[src/rtl/hci_pkg.sv]
// Host controller interface types: command and response descriptors,
// DAT entry, decoded command info and queue widths
`default_nettype none

package hci_pkg;

  localparam int unsigned CmdWidth      = 64;
  localparam int unsigned QueueWidth    = 32;
  localparam int unsigned DatIndexWidth = 5;
  localparam int unsigned BytesPerWord  = 4;

  // Command attribute codes from the HCI command descriptor
  typedef enum logic [2:0] {
    RegularTransfer       = 3'd0,
    ImmediateDataTransfer = 3'd1,
    AddressAssignment     = 3'd2,
    ComboTransfer         = 3'd3,
    InternalControl       = 3'd7
  } cmd_attr_e;

  // Common layout of regular and immediate descriptors
  typedef struct packed {
    logic [31:0]              data;       // Imm bytes, or length in the upper half
    logic                     toc;
    logic                     wroc;
    logic                     rnw;
    logic [2:0]               rsvd_28_26;
    logic [2:0]               dtt;
    logic [1:0]               rsvd_22_21;
    logic [DatIndexWidth-1:0] dev_index;
    logic                     cp;
    logic [7:0]               ccc;
    logic [3:0]               tid;
    logic [2:0]               attr;
  } cmd_desc_t;

  typedef struct packed {
    logic                     is_imm;
    logic                     is_ccc;
    logic                     is_direct;
    logic                     is_read;
    logic                     toc;
    logic                     wroc;
    logic [3:0]               tid;
    logic [DatIndexWidth-1:0] dev_index;
    logic [7:0]               ccc;
    logic [15:0]              data_length;
    logic [31:0]              imm_bytes;
  } cmd_info_t;

  // Dynamic address sits in bits 23:16, bit 23 being its parity
  typedef struct packed {
    logic [39:0] rsvd_hi;
    logic [7:0]  dynamic_addr;
    logic [15:0] rsvd_lo;
  } dat_entry_t;

  typedef enum logic [3:0] {
    Success = 4'h0,
    Crc     = 4'h1,
    Parity  = 4'h2,
    Frame   = 4'h3,
    Nack    = 4'h5
  } resp_err_e;

  typedef struct packed {
    resp_err_e   err_status;
    logic [3:0]  tid;
    logic [7:0]  rsvd;
    logic [15:0] data_length;
  } resp_desc_t;

endpackage

`default_nettype wire

[src/rtl/i3c_bus_pkg.sv]
// Bus-side request type, operation and start/stop enums
`default_nettype none

package i3c_bus_pkg;

  // Broadcast address sent ahead of every command
  localparam logic [6:0] RsvdAddr = 7'h7E;

  typedef enum logic [1:0] {
    OpAddr = 2'd0,  // Open-drain, expects ACK
    OpData = 2'd1,  // Push-pull with T-bit
    OpStop = 2'd2   // STOP condition only
  } bus_op_e;

  typedef enum logic [1:0] {
    None          = 2'd0,
    Start         = 2'd1,
    RepeatedStart = 2'd2,
    Stop          = 2'd3
  } start_stop_e;

  typedef struct packed {
    bus_op_e     op;
    start_stop_e cond;
    logic [7:0]  data_byte;
  } bus_req_t;

endpackage

`default_nettype wire

[src/rtl/cmd_decoder.sv]
// Command descriptor capture and decode into the command info struct
`default_nettype none
`timescale 1ns/100ps

module cmd_decoder (
  input  logic               clk_i,
  input  logic               rst_ni,
  input  logic               cmd_valid_i,
  input  logic               cmd_ready_i,
  input  hci_pkg::cmd_desc_t cmd_data_i,
  output hci_pkg::cmd_info_t cmd_info_o
);

  logic [hci_pkg::CmdWidth-1:0] desc_raw_q;
  hci_pkg::cmd_desc_t           desc;
  hci_pkg::cmd_attr_e           attr;

  // Hold the descriptor for the whole command
  always_ff @(posedge clk_i or negedge rst_ni) begin
    if (!rst_ni) begin
      desc_raw_q <= '0;
    end else if (cmd_valid_i && cmd_ready_i) begin
      desc_raw_q <= cmd_data_i;
    end
  end

  assign desc = hci_pkg::cmd_desc_t'(desc_raw_q);
  assign attr = hci_pkg::cmd_attr_e'(desc.attr);

  always_comb begin
    cmd_info_o.is_imm    = attr == hci_pkg::ImmediateDataTransfer;
    cmd_info_o.is_ccc    = desc.cp;
    // Top bit of the CCC code marks a direct CCC
    cmd_info_o.is_direct = desc.cp && desc.ccc[7];
    cmd_info_o.is_read   = desc.rnw;
    cmd_info_o.toc       = desc.toc;
    cmd_info_o.wroc      = desc.wroc;
    cmd_info_o.tid       = desc.tid;
    cmd_info_o.dev_index = desc.dev_index;
    cmd_info_o.ccc       = desc.ccc;
    cmd_info_o.imm_bytes = desc.data;
    unique case (attr)
      // Codes above 4 carry a defining byte, which is not served
      hci_pkg::ImmediateDataTransfer: begin
        cmd_info_o.data_length = (desc.dtt <= 3'd4) ? 16'(desc.dtt) : 16'd0;
      end
      hci_pkg::RegularTransfer: begin
        cmd_info_o.data_length = desc.data[31:16];
      end
      default: begin
        cmd_info_o.data_length = 16'd0;
      end
    endcase
  end

endmodule

`default_nettype wire

[src/rtl/flow_sequencer.sv]
// Transfer FSM with byte counter, bus ownership, DAT lookup and response write
`default_nettype none
`timescale 1ns/100ps

module flow_sequencer (
  input  logic                                     clk_i,
  input  logic                                     rst_ni,
  input  logic                                     en_i,
  // Command handshake and decoded command
  input  logic                                     cmd_valid_i,
  output logic                                     cmd_ready_o,
  input  hci_pkg::cmd_info_t                       cmd_info_i,
  // DAT lookup
  output logic                                     dat_req_o,
  output logic [hci_pkg::DatIndexWidth-1:0]        dat_index_o,
  input  hci_pkg::dat_entry_t                      dat_rdata_i,
  // Bus controller
  output logic                                     bus_req_valid_o,
  output i3c_bus_pkg::bus_req_t                    bus_req_o,
  input  logic                                     bus_req_ready_i,
  input  logic                                     bus_rx_valid_i,
  output logic                                     bus_rx_ready_o,
  // TX byte feeder
  input  logic [7:0]                               tx_byte_i,
  output logic                                     tx_fetch_req_o,
  input  logic                                     tx_fetch_done_i,
  output logic [$clog2(hci_pkg::BytesPerWord)-1:0] byte_sel_o,
  // RX word packer
  output logic                                     rx_active_o,
  input  logic                                     rx_word_full_i,
  output logic                                     rx_flush_o,
  input  logic                                     rx_flush_done_i,
  // Response queue
  output logic                                     resp_valid_o,
  output hci_pkg::resp_desc_t                      resp_data_o,
  input  logic                                     resp_ready_i
);

  typedef enum logic [3:0] {
    Idle,
    WaitForCmd,
    FetchDat,
    BroadcastAddr,
    SendCcc,
    TargetAddr,
    FetchTxData,
    DataWrite,
    DataRead,
    PushRx,
    SendStop,
    WriteResp
  } state_e;

  state_e              state_q, state_d;
  state_e              data_state;
  state_e              done_state;
  logic [15:0]         cnt_q, cnt_d;
  logic                owned_q, owned_d;
  logic                dat_wait_q;
  hci_pkg::dat_entry_t dat_q;
  logic                last_byte;

  assign dat_index_o = cmd_info_i.dev_index;
  assign byte_sel_o  = cnt_q[$clog2(hci_pkg::BytesPerWord)-1:0];
  assign last_byte   = cnt_q == cmd_info_i.data_length - 16'd1;

  // Immediate commands skip the response unless wroc is set
  assign done_state = (cmd_info_i.is_imm && !cmd_info_i.wroc) ? Idle : WriteResp;

  // Entry into the data phase once the address bytes are out
  always_comb begin
    if (cmd_info_i.data_length == 16'd0) begin
      // Nothing to move but toc still releases the bus
      data_state = cmd_info_i.toc ? SendStop : done_state;
    end else if (cmd_info_i.is_read) begin
      data_state = DataRead;
    end else if (cmd_info_i.is_imm) begin
      data_state = DataWrite;
    end else begin
      data_state = FetchTxData;
    end
  end

  // Response carries the count of bytes read
  always_comb begin
    resp_data_o             = '0;
    resp_data_o.err_status  = hci_pkg::Success;
    resp_data_o.tid         = cmd_info_i.tid;
    resp_data_o.data_length = cmd_info_i.is_read ? cnt_q : 16'd0;
  end

  always_comb begin
    state_d             = state_q;
    cnt_d               = cnt_q;
    owned_d             = owned_q;
    cmd_ready_o         = 1'b0;
    dat_req_o           = 1'b0;
    bus_req_valid_o     = 1'b0;
    bus_req_o.op        = i3c_bus_pkg::OpData;
    bus_req_o.cond      = i3c_bus_pkg::None;
    bus_req_o.data_byte = tx_byte_i;
    bus_rx_ready_o      = 1'b0;
    tx_fetch_req_o      = 1'b0;
    rx_active_o         = 1'b0;
    rx_flush_o          = 1'b0;
    resp_valid_o        = 1'b0;
    unique case (state_q)
      Idle: begin
        if (en_i) begin
          state_d = WaitForCmd;
        end
      end
      WaitForCmd: begin
        cmd_ready_o = 1'b1;
        if (cmd_valid_i) begin
          cnt_d   = '0;
          state_d = FetchDat;
        end
      end
      // Request in the first cycle and capture of the entry in the second
      FetchDat: begin
        dat_req_o = !dat_wait_q;
        if (dat_wait_q) begin
          state_d = BroadcastAddr;
        end
      end
      // 7E/W with Start when the bus is free and Sr while it is still ours
      BroadcastAddr: begin
        bus_req_valid_o     = 1'b1;
        bus_req_o.op        = i3c_bus_pkg::OpAddr;
        bus_req_o.cond      = owned_q ? i3c_bus_pkg::RepeatedStart : i3c_bus_pkg::Start;
        bus_req_o.data_byte = {i3c_bus_pkg::RsvdAddr, 1'b0};
        if (bus_req_ready_i) begin
          owned_d = 1'b1;
          state_d = cmd_info_i.is_ccc ? SendCcc : TargetAddr;
        end
      end
      SendCcc: begin
        bus_req_valid_o     = 1'b1;
        bus_req_o.data_byte = cmd_info_i.ccc;
        if (bus_req_ready_i) begin
          state_d = cmd_info_i.is_direct ? TargetAddr : data_state;
        end
      end
      // Bit 7 of the DAT field is parity and not sent
      TargetAddr: begin
        bus_req_valid_o     = 1'b1;
        bus_req_o.op        = i3c_bus_pkg::OpAddr;
        bus_req_o.cond      = i3c_bus_pkg::RepeatedStart;
        bus_req_o.data_byte = {dat_q.dynamic_addr[6:0], cmd_info_i.is_read};
        if (bus_req_ready_i) begin
          state_d = data_state;
        end
      end
      FetchTxData: begin
        tx_fetch_req_o = 1'b1;
        if (tx_fetch_done_i) begin
          state_d = DataWrite;
        end
      end
      DataWrite: begin
        bus_req_valid_o = 1'b1;
        if (last_byte && cmd_info_i.toc) begin
          bus_req_o.cond = i3c_bus_pkg::Stop;
        end
        if (bus_req_ready_i) begin
          cnt_d = cnt_q + 16'd1;
          if (last_byte) begin
            owned_d = !cmd_info_i.toc;
            state_d = done_state;
          end else if (!cmd_info_i.is_imm && byte_sel_o == '1) begin
            // Word used up so the next one is fetched
            state_d = FetchTxData;
          end
        end
      end
      DataRead: begin
        bus_rx_ready_o = 1'b1;
        rx_active_o    = 1'b1;
        if (bus_rx_valid_i) begin
          cnt_d = cnt_q + 16'd1;
          if (last_byte || rx_word_full_i) begin
            state_d = PushRx;
          end
        end
      end
      // Bus reads stall while the word waits for the RX queue
      PushRx: begin
        rx_flush_o = 1'b1;
        if (rx_flush_done_i) begin
          if (cnt_q == cmd_info_i.data_length) begin
            state_d = cmd_info_i.toc ? SendStop : done_state;
          end else begin
            state_d = DataRead;
          end
        end
      end
      SendStop: begin
        bus_req_valid_o     = 1'b1;
        bus_req_o.op        = i3c_bus_pkg::OpStop;
        bus_req_o.cond      = i3c_bus_pkg::Stop;
        bus_req_o.data_byte = 8'h00;
        if (bus_req_ready_i) begin
          owned_d = 1'b0;
          state_d = done_state;
        end
      end
      WriteResp: begin
        resp_valid_o = 1'b1;
        if (resp_ready_i) begin
          state_d = Idle;
        end
      end
      default: begin
        state_d = Idle;
      end
    endcase
  end

  always_ff @(posedge clk_i or negedge rst_ni) begin
    if (!rst_ni) begin
      state_q    <= Idle;
      cnt_q      <= '0;
      owned_q    <= 1'b0;
      dat_wait_q <= 1'b0;
    end else begin
      state_q    <= state_d;
      cnt_q      <= cnt_d;
      owned_q    <= owned_d;
      dat_wait_q <= dat_req_o;
    end
  end

  // DAT entry is valid the cycle after the request
  always_ff @(posedge clk_i) begin
    if (dat_wait_q) begin
      dat_q <= dat_rdata_i;
    end
  end

endmodule

`default_nettype wire

[src/rtl/i3c_flow_top.sv]
// Command-flow engine top: decoder, sequencer, TX byte feeder, RX word packer
`default_nettype none
`timescale 1ns/100ps

module i3c_flow_top (
  input  logic                              clk_i,
  input  logic                              rst_ni,
  input  logic                              en_i,
  // Command queue
  input  logic                              cmd_valid_i,
  input  hci_pkg::cmd_desc_t                cmd_data_i,
  output logic                              cmd_ready_o,
  // Device address table
  output logic                              dat_req_o,
  output logic [hci_pkg::DatIndexWidth-1:0] dat_index_o,
  input  hci_pkg::dat_entry_t               dat_rdata_i,
  // TX queue
  input  logic                              tx_valid_i,
  input  logic [hci_pkg::QueueWidth-1:0]    tx_data_i,
  output logic                              tx_ready_o,
  // RX queue
  output logic                              rx_q_valid_o,
  output logic [hci_pkg::QueueWidth-1:0]    rx_q_data_o,
  input  logic                              rx_q_ready_i,
  // Response queue
  output logic                              resp_valid_o,
  output hci_pkg::resp_desc_t               resp_data_o,
  input  logic                              resp_ready_i,
  // Bus controller requests and received bytes
  output logic                              bus_req_valid_o,
  output i3c_bus_pkg::bus_req_t             bus_req_o,
  input  logic                              bus_req_ready_i,
  input  logic                              bus_rx_valid_i,
  input  logic [7:0]                        bus_rx_byte_i,
  output logic                              bus_rx_ready_o
);

  hci_pkg::cmd_info_t                        cmd_info;
  logic                                      tx_fetch_req;
  logic                                      tx_fetch_done;
  logic [$clog2(hci_pkg::BytesPerWord)-1:0]  byte_sel;
  logic [7:0]                                tx_byte;
  logic                                      rx_active;
  logic                                      rx_word_full;
  logic                                      rx_flush;
  logic                                      rx_flush_done;

  cmd_decoder u_cmd_decoder (
    .clk_i       (clk_i),
    .rst_ni      (rst_ni),
    .cmd_valid_i (cmd_valid_i),
    .cmd_ready_i (cmd_ready_o),
    .cmd_data_i  (cmd_data_i),
    .cmd_info_o  (cmd_info)
  );

  flow_sequencer u_flow_sequencer (
    .clk_i           (clk_i),
    .rst_ni          (rst_ni),
    .en_i            (en_i),
    .cmd_valid_i     (cmd_valid_i),
    .cmd_ready_o     (cmd_ready_o),
    .cmd_info_i      (cmd_info),
    .dat_req_o       (dat_req_o),
    .dat_index_o     (dat_index_o),
    .dat_rdata_i     (dat_rdata_i),
    .bus_req_valid_o (bus_req_valid_o),
    .bus_req_o       (bus_req_o),
    .bus_req_ready_i (bus_req_ready_i),
    .bus_rx_valid_i  (bus_rx_valid_i),
    .bus_rx_ready_o  (bus_rx_ready_o),
    .tx_byte_i       (tx_byte),
    .tx_fetch_req_o  (tx_fetch_req),
    .tx_fetch_done_i (tx_fetch_done),
    .byte_sel_o      (byte_sel),
    .rx_active_o     (rx_active),
    .rx_word_full_i  (rx_word_full),
    .rx_flush_o      (rx_flush),
    .rx_flush_done_i (rx_flush_done),
    .resp_valid_o    (resp_valid_o),
    .resp_data_o     (resp_data_o),
    .resp_ready_i    (resp_ready_i)
  );

  tx_byte_feeder u_tx_byte_feeder (
    .clk_i        (clk_i),
    .rst_ni       (rst_ni),
    .cmd_info_i   (cmd_info),
    .fetch_req_i  (tx_fetch_req),
    .fetch_done_o (tx_fetch_done),
    .byte_sel_i   (byte_sel),
    .data_byte_o  (tx_byte),
    .tx_valid_i   (tx_valid_i),
    .tx_data_i    (tx_data_i),
    .tx_ready_o   (tx_ready_o)
  );

  rx_word_packer u_rx_word_packer (
    .clk_i          (clk_i),
    .rst_ni         (rst_ni),
    .active_i       (rx_active),
    .bus_rx_valid_i (bus_rx_valid_i),
    .bus_rx_byte_i  (bus_rx_byte_i),
    .word_full_o    (rx_word_full),
    .flush_i        (rx_flush),
    .flush_done_o   (rx_flush_done),
    .rx_q_valid_o   (rx_q_valid_o),
    .rx_q_data_o    (rx_q_data_o),
    .rx_q_ready_i   (rx_q_ready_i)
  );

endmodule

`default_nettype wire

[src/rtl/rx_word_packer.sv]
// Received byte packing into 32-bit words and RX queue push
`default_nettype none
`timescale 1ns/100ps

module rx_word_packer (
  input  logic                           clk_i,
  input  logic                           rst_ni,
  input  logic                           active_i,
  input  logic                           bus_rx_valid_i,
  input  logic [7:0]                     bus_rx_byte_i,
  output logic                           word_full_o,
  input  logic                           flush_i,
  output logic                           flush_done_o,
  output logic                           rx_q_valid_o,
  output logic [hci_pkg::QueueWidth-1:0] rx_q_data_o,
  input  logic                           rx_q_ready_i
);

  logic [$clog2(hci_pkg::BytesPerWord)-1:0] pos_q;
  logic [hci_pkg::QueueWidth-1:0]           word_q;
  logic [hci_pkg::QueueWidth-1:0]           keep_mask;
  logic                                     take;

  assign take        = active_i && bus_rx_valid_i;
  assign word_full_o = take && (pos_q == '1);

  // Byte position and end of flush
  always_ff @(posedge clk_i or negedge rst_ni) begin
    if (!rst_ni) begin
      pos_q <= '0;
    end else if (flush_done_o) begin
      pos_q <= '0;
    end else if (take) begin
      pos_q <= pos_q + 1'b1;
    end
  end

  // Low byte first
  always_ff @(posedge clk_i) begin
    if (take) begin
      word_q[{pos_q, 3'b000} +: 8] <= bus_rx_byte_i;
    end
  end

  // Position zero means the word wrapped full
  always_comb begin
    unique case (pos_q)
      2'd1:    keep_mask = 32'h0000_00FF;
      2'd2:    keep_mask = 32'h0000_FFFF;
      2'd3:    keep_mask = 32'h00FF_FFFF;
      default: keep_mask = 32'hFFFF_FFFF;
    endcase
  end

  // Push holds until the RX queue takes it
  assign rx_q_valid_o = flush_i;
  assign rx_q_data_o  = word_q & keep_mask;
  assign flush_done_o = flush_i && rx_q_ready_i;

endmodule

`default_nettype wire

[src/rtl/tx_byte_feeder.sv]
// TX queue word fetch and per-byte selection for the data phase
`default_nettype none
`timescale 1ns/100ps

module tx_byte_feeder (
  input  logic                                     clk_i,
  input  logic                                     rst_ni,
  input  hci_pkg::cmd_info_t                       cmd_info_i,
  input  logic                                     fetch_req_i,
  output logic                                     fetch_done_o,
  input  logic [$clog2(hci_pkg::BytesPerWord)-1:0] byte_sel_i,
  output logic [7:0]                               data_byte_o,
  input  logic                                     tx_valid_i,
  input  logic [hci_pkg::QueueWidth-1:0]           tx_data_i,
  output logic                                     tx_ready_o
);

  logic [hci_pkg::QueueWidth-1:0] word_q;
  logic [hci_pkg::QueueWidth-1:0] src_word;

  // Ready only while the sequencer asks for a word
  assign tx_ready_o   = fetch_req_i;
  assign fetch_done_o = fetch_req_i && tx_valid_i;

  always_ff @(posedge clk_i or negedge rst_ni) begin
    if (!rst_ni) begin
      word_q <= '0;
    end else if (fetch_done_o) begin
      word_q <= tx_data_i;
    end
  end

  // Immediate bytes come from the descriptor, byte 1 lowest
  assign src_word    = cmd_info_i.is_imm ? cmd_info_i.imm_bytes : word_q;
  assign data_byte_o = src_word[{byte_sel_i, 3'b000} +: 8];

endmodule

`default_nettype wire
[config.mk]
export PLATFORM = sky130hd
export DESIGN_NAME = i3c_flow_top
export DESIGN_NICKNAME = d
export VERILOG_FILES = /design/src/rtl/hci_pkg.sv /design/src/rtl/i3c_bus_pkg.sv /design/src/rtl/cmd_decoder.sv /design/src/rtl/flow_sequencer.sv /design/src/rtl/i3c_flow_top.sv /design/src/rtl/rx_word_packer.sv /design/src/rtl/tx_byte_feeder.sv
export SDC_FILE = /design/constraint.sdc
export NUM_CORES = 1
export LEC_CHECK = 0
export BUFFER_PORTS_ARGS = -buffer_cell sky130_fd_sc_hd__clkbuf_2
export CAP_MARGIN = 25
export CORE_UTILIZATION = 35
export DETAILED_ROUTE_END_ITERATION = 8
export MAX_ROUTING_LAYER = met4
export SYNTH_ARGS = -nofsm -noshare
export SYNTH_HDL_FRONTEND = slang
export SYNTH_SLANG_ARGS = --single-unit
[constraint.sdc]
create_clock -name clk_i -period 4.4 [get_ports clk_i]
set_clock_uncertainty 0.05 [all_clocks]
set_input_delay 0.66 -clock clk_i [delete_from_list [all_inputs] [get_ports clk_i]]
set_output_delay 0.66 -clock clk_i [all_outputs]
set_load 0.005 [all_outputs]
==> metrics.md <==
| Metric | Value |
|---|---|
| Detailed Route Iter0 Violations | `349` |
| Die Area | `26020 sq um` |
| FF-to-FF path depth | `11` |
| H-tree lvl count | `4` |
| Dpl cells | `1280` |
| Critical setup path kind | `reg2out` |
| Power Density | `701.6 nW/um^2` |
| Final Slew Violations | `0` |
| Clock slew at reported path FFs | `0.08 ns` |
| Area contributors post-synth | `dfrtp_1 (32%), edfxtp_1 (13%), mux2_2 (11%), and2_1 (4.6%), mux4_2 (4.1%)` |
| Critical Path RT | `3.69 ns` |
| Synth Area in XOR/XNOR | `0.02860` |
| Place WS | `0.4918 ns` |
| Most frequent cells in the layout | `clkbuf_2 (189), dfrtp_1 (115), mux2_2 (88), and2_1 (65), nor2_1 (60)` |
| Top FF cell, synth | `dfrtp_1` |
| Port Buffer Count | `190` |
| Worst Hold Launch | `dat_rdata_i[19]` |
| Ys async rst share | `0.7468` |
| Nets | `1162` |
| Finished Layout Cells | `1315` |
| CP Launch Type | `flop` |
| Hold path depth | `1` |
| Area after DPL | `9961 sq um` |
| Final hold vios | `0` |
| Critical Path Fanout Max | `22` |
| Largest net degree at the start of global routing | `83` |
| Fmax | `236.5 MHz` |
| Post-Syn Instances | `826` |
| Initial antenna violation count | `1` |
| Synth Area in Compound Gates | `0.1052` |
| Setup Viol. Count Final | `0` |
| Drc violations | `0` |
| Fin worst setup slack | `0.1723 ns` |
| Std cell rows | `57` |
| Final instance area | `10600 sq um` |
| Final Critical Period | `4.228 ns` |
| Max-cap viol count | `0` |
| Slew headroom | `0.4315` |
| Reg2reg end | `u_flow_sequencer.state_q[3]` |
| Post-CTS Setup Repair Bufs | `0` |
| Routed WL per cell | `18.06 um` |
| Synth Area per Inst | `10.75 sq um` |
| Mux cell area share after synthesis | `0.1657` |
| Die height | `161.3 um` |
| Clk buf depth | `2` |
| Worst min path class | `in2reg` |
| Placeable Area | `24600 sq um` |
| CTS sink count | `154` |
| Simple-Gate Fraction of Synth Area | `0.1761` |
| R2R Path Start | `u_cmd_decoder.desc[0]` |
| Adder-cell share of the synthesized area | `0.01127` |
| GR Layer Usage met3 | `0.06394` |
| Chip width | `161.3 um` |
| Yosys reg bits | `154` |
| I/O pins | `265` |
| Tightest Pin Transition | `0.8527 ns` |
| Initial core utilization | `0.3609` |
| Lkg Pwr | `0.004705 uW` |
| EDFF count, synth | `39` |
| Layout area overhead | `19.32%` |
| Final period utilization | `0.9609` |
| Post-route ant nets | `0` |
| Global route overflow | `0` |
| Largest family of logic cells by synthesized area | `simple AND/OR/NAND/NOR gates` |
| Worst IR Drop VDD | `0.4226 mV` |
| First-pass iteration count of the detailed router | `4` |
| CTS root buf | `clkbuf_16` |
| Met2 Use GR | `0.3002` |
| CTS tree | `yes` |
| Sequential share of the synthesized area | `0.4559` |
| Detailed placement HPWL | `17530 um` |
| First-pass GRT wire length | `37720 um` |
| Via count | `6834` |
| Leading cell type in the layout, fill and taps excluded | `clkbuf_2` |
| RePlAce Congestion | `0.8855` |
| R2R Setup Slk | `0.81 ns` |
| WP data arrival | `3.52 ns` |
| Global routing usage on met1 | `0.2406` |
| Synthesized area | `8881 sq um` |
| Vias in the first global route | `6835` |
| Status | `finished clean` |
| Drt via density | `5.197` |
| Area leader, netlist | `dfrtp_1` |
| Fillers | `2399` |
| GRT Total Usage | `0.1943` |
| Share of cells above drive strength 1 | `0.3636` |
| CTS buffer count | `17` |
| GRT Max-Usage Layer | `met2` |
| CP endpoint kind | `output port` |
| Synth cell types | `68` |
| Area fraction of the dominant cell type after synthesis | `0.3240` |
| Final WL | `23750 um` |
| YS warnings | `0` |
| Clock Latency Late Sink | `0.43 ns` |
| Hold worst-path end | `u_flow_sequencer.dat_q[19]` |
==> synth_stat cells, drive strengths merged (8+ instances only) <==
master,instances
edfxtp,39
nand3,14
o22ai,14
a31oi,10
nor3,18
or3,9
nand2b,8
xnor2,19
o21ai,24
buf,44
nor4,11
a21oi,22
nor2b,23
ha,8
dfrtp,115
mux2,88
inv,13
clkbuf,42
nor2,60
xor2,10
mux2i,12
mux4,16
and2,66
nand2,38
==> power breakdown <==
group	internal [uW]	switching, uW	leakage [uW]
registers	1980	510	0.00180
clock network	806	671	0.000290
logic	1700	1770	0.00261
==> sequential cells by signal, summed over array words and instances, names as in the netlist <==
signal	flops
u_flow_sequencer.cnt_q	16
u_rx_word_packer.pos_q	2
u_rx_word_packer.word_q	32
u_cmd_decoder.desc	59
u_tx_byte_feeder.word_q	32
u_flow_sequencer.state_q	4
u_flow_sequencer.owned_q	1
u_flow_sequencer.dat_q	7
u_flow_sequencer.dat_wait_q	1
==> logic make-up after synthesis <==
group,Yosys count
mux,116
flops,154
simple gates,284
compound gates,134
buf+inv,100
fa+ha+maj,8
other cells,1
xor+xnor,29
==> worst max-delay path, stage by stage (launching register included) <==
cell and delay (ns):
dfrtp_1 0.42, buf_4 0.18, or3_1 0.51, buf_4 0.28, o211a_1 0.26, o21a_1 0.19
or4_4 0.43, nor4_4 0.20, nand3_2 0.13, o22ai_1 0.20, o21bai_1 0.15, clkbuf_2 0.13
==> worst max path at each step <==
stage,start,to,slack (ns),cells past startpoint
after global placement,u_cmd_decoder.desc[0],bus_req_o[9],0.51,11
after detailed placement,u_cmd_decoder.desc[0],bus_req_o[9],0.49,12
after floorplan,u_cmd_decoder.desc[0],bus_req_o[9],0.94,13
after global routing,u_cmd_decoder.desc[0],bus_req_o[9],-0.09,11
final,u_cmd_decoder.desc[0],bus_req_o[9],0.17,11
after CTS,u_cmd_decoder.desc[0],bus_req_o[9],0.01,12
==> final cells by class <==
class | count | area (sq um) | share of cell area
flip-flops and latches | 154 | 4049 | 0.3821
clock inverters | 14 | 153.9 | 0.01452
clock buffers | 18 | 429.2 | 0.04050
inverters | 14 | 52.55 | 0.004959
well taps | 324 | 405.4 | 0.03826
diodes | 1 | 2.502 | 0.0002362
repair buffers | 207 | 1116 | 0.1053
multi-input cells | 583 | 4388 | 0.4141
==> layer usage <==
| metal | vias up | share of wire |
|---|---|---|
| li1 | 3245 | - |
| met1 | 3307 | 0.45 |
| met2 | 253 | 0.45 |
| met3 | 29 | 0.078 |
| met4 | 0 | 0.019 |
| met5 | - | 0 |
==> stage by stage <==
step / total power, uW / util / TNS, ns / hold WS, ns
CTS: 7477 / 0.4285 / 0 / 0.3268
finish: 7434 / 0.4307 / 0 / 0.3365
floorplan: 4933 / - / 0 / 0.3144
detailed placement: 5988 / 0.4048 / 0 / 0.4396
global placement: 5919 / 0.4048 / 0 / 0.4321
global route: 7963 / 0.4307 / -0.1367 / 0.3257
==> repair_timing <==
item                                    in CTS  in global routing
hold buffers                                 0                  1
endpoints found under the setup margin       0                  2
hold endpoints to repair                     0                  7
gates resized for setup                      0                  5
No activity file was read; power rests on OpenSTA's default activity.
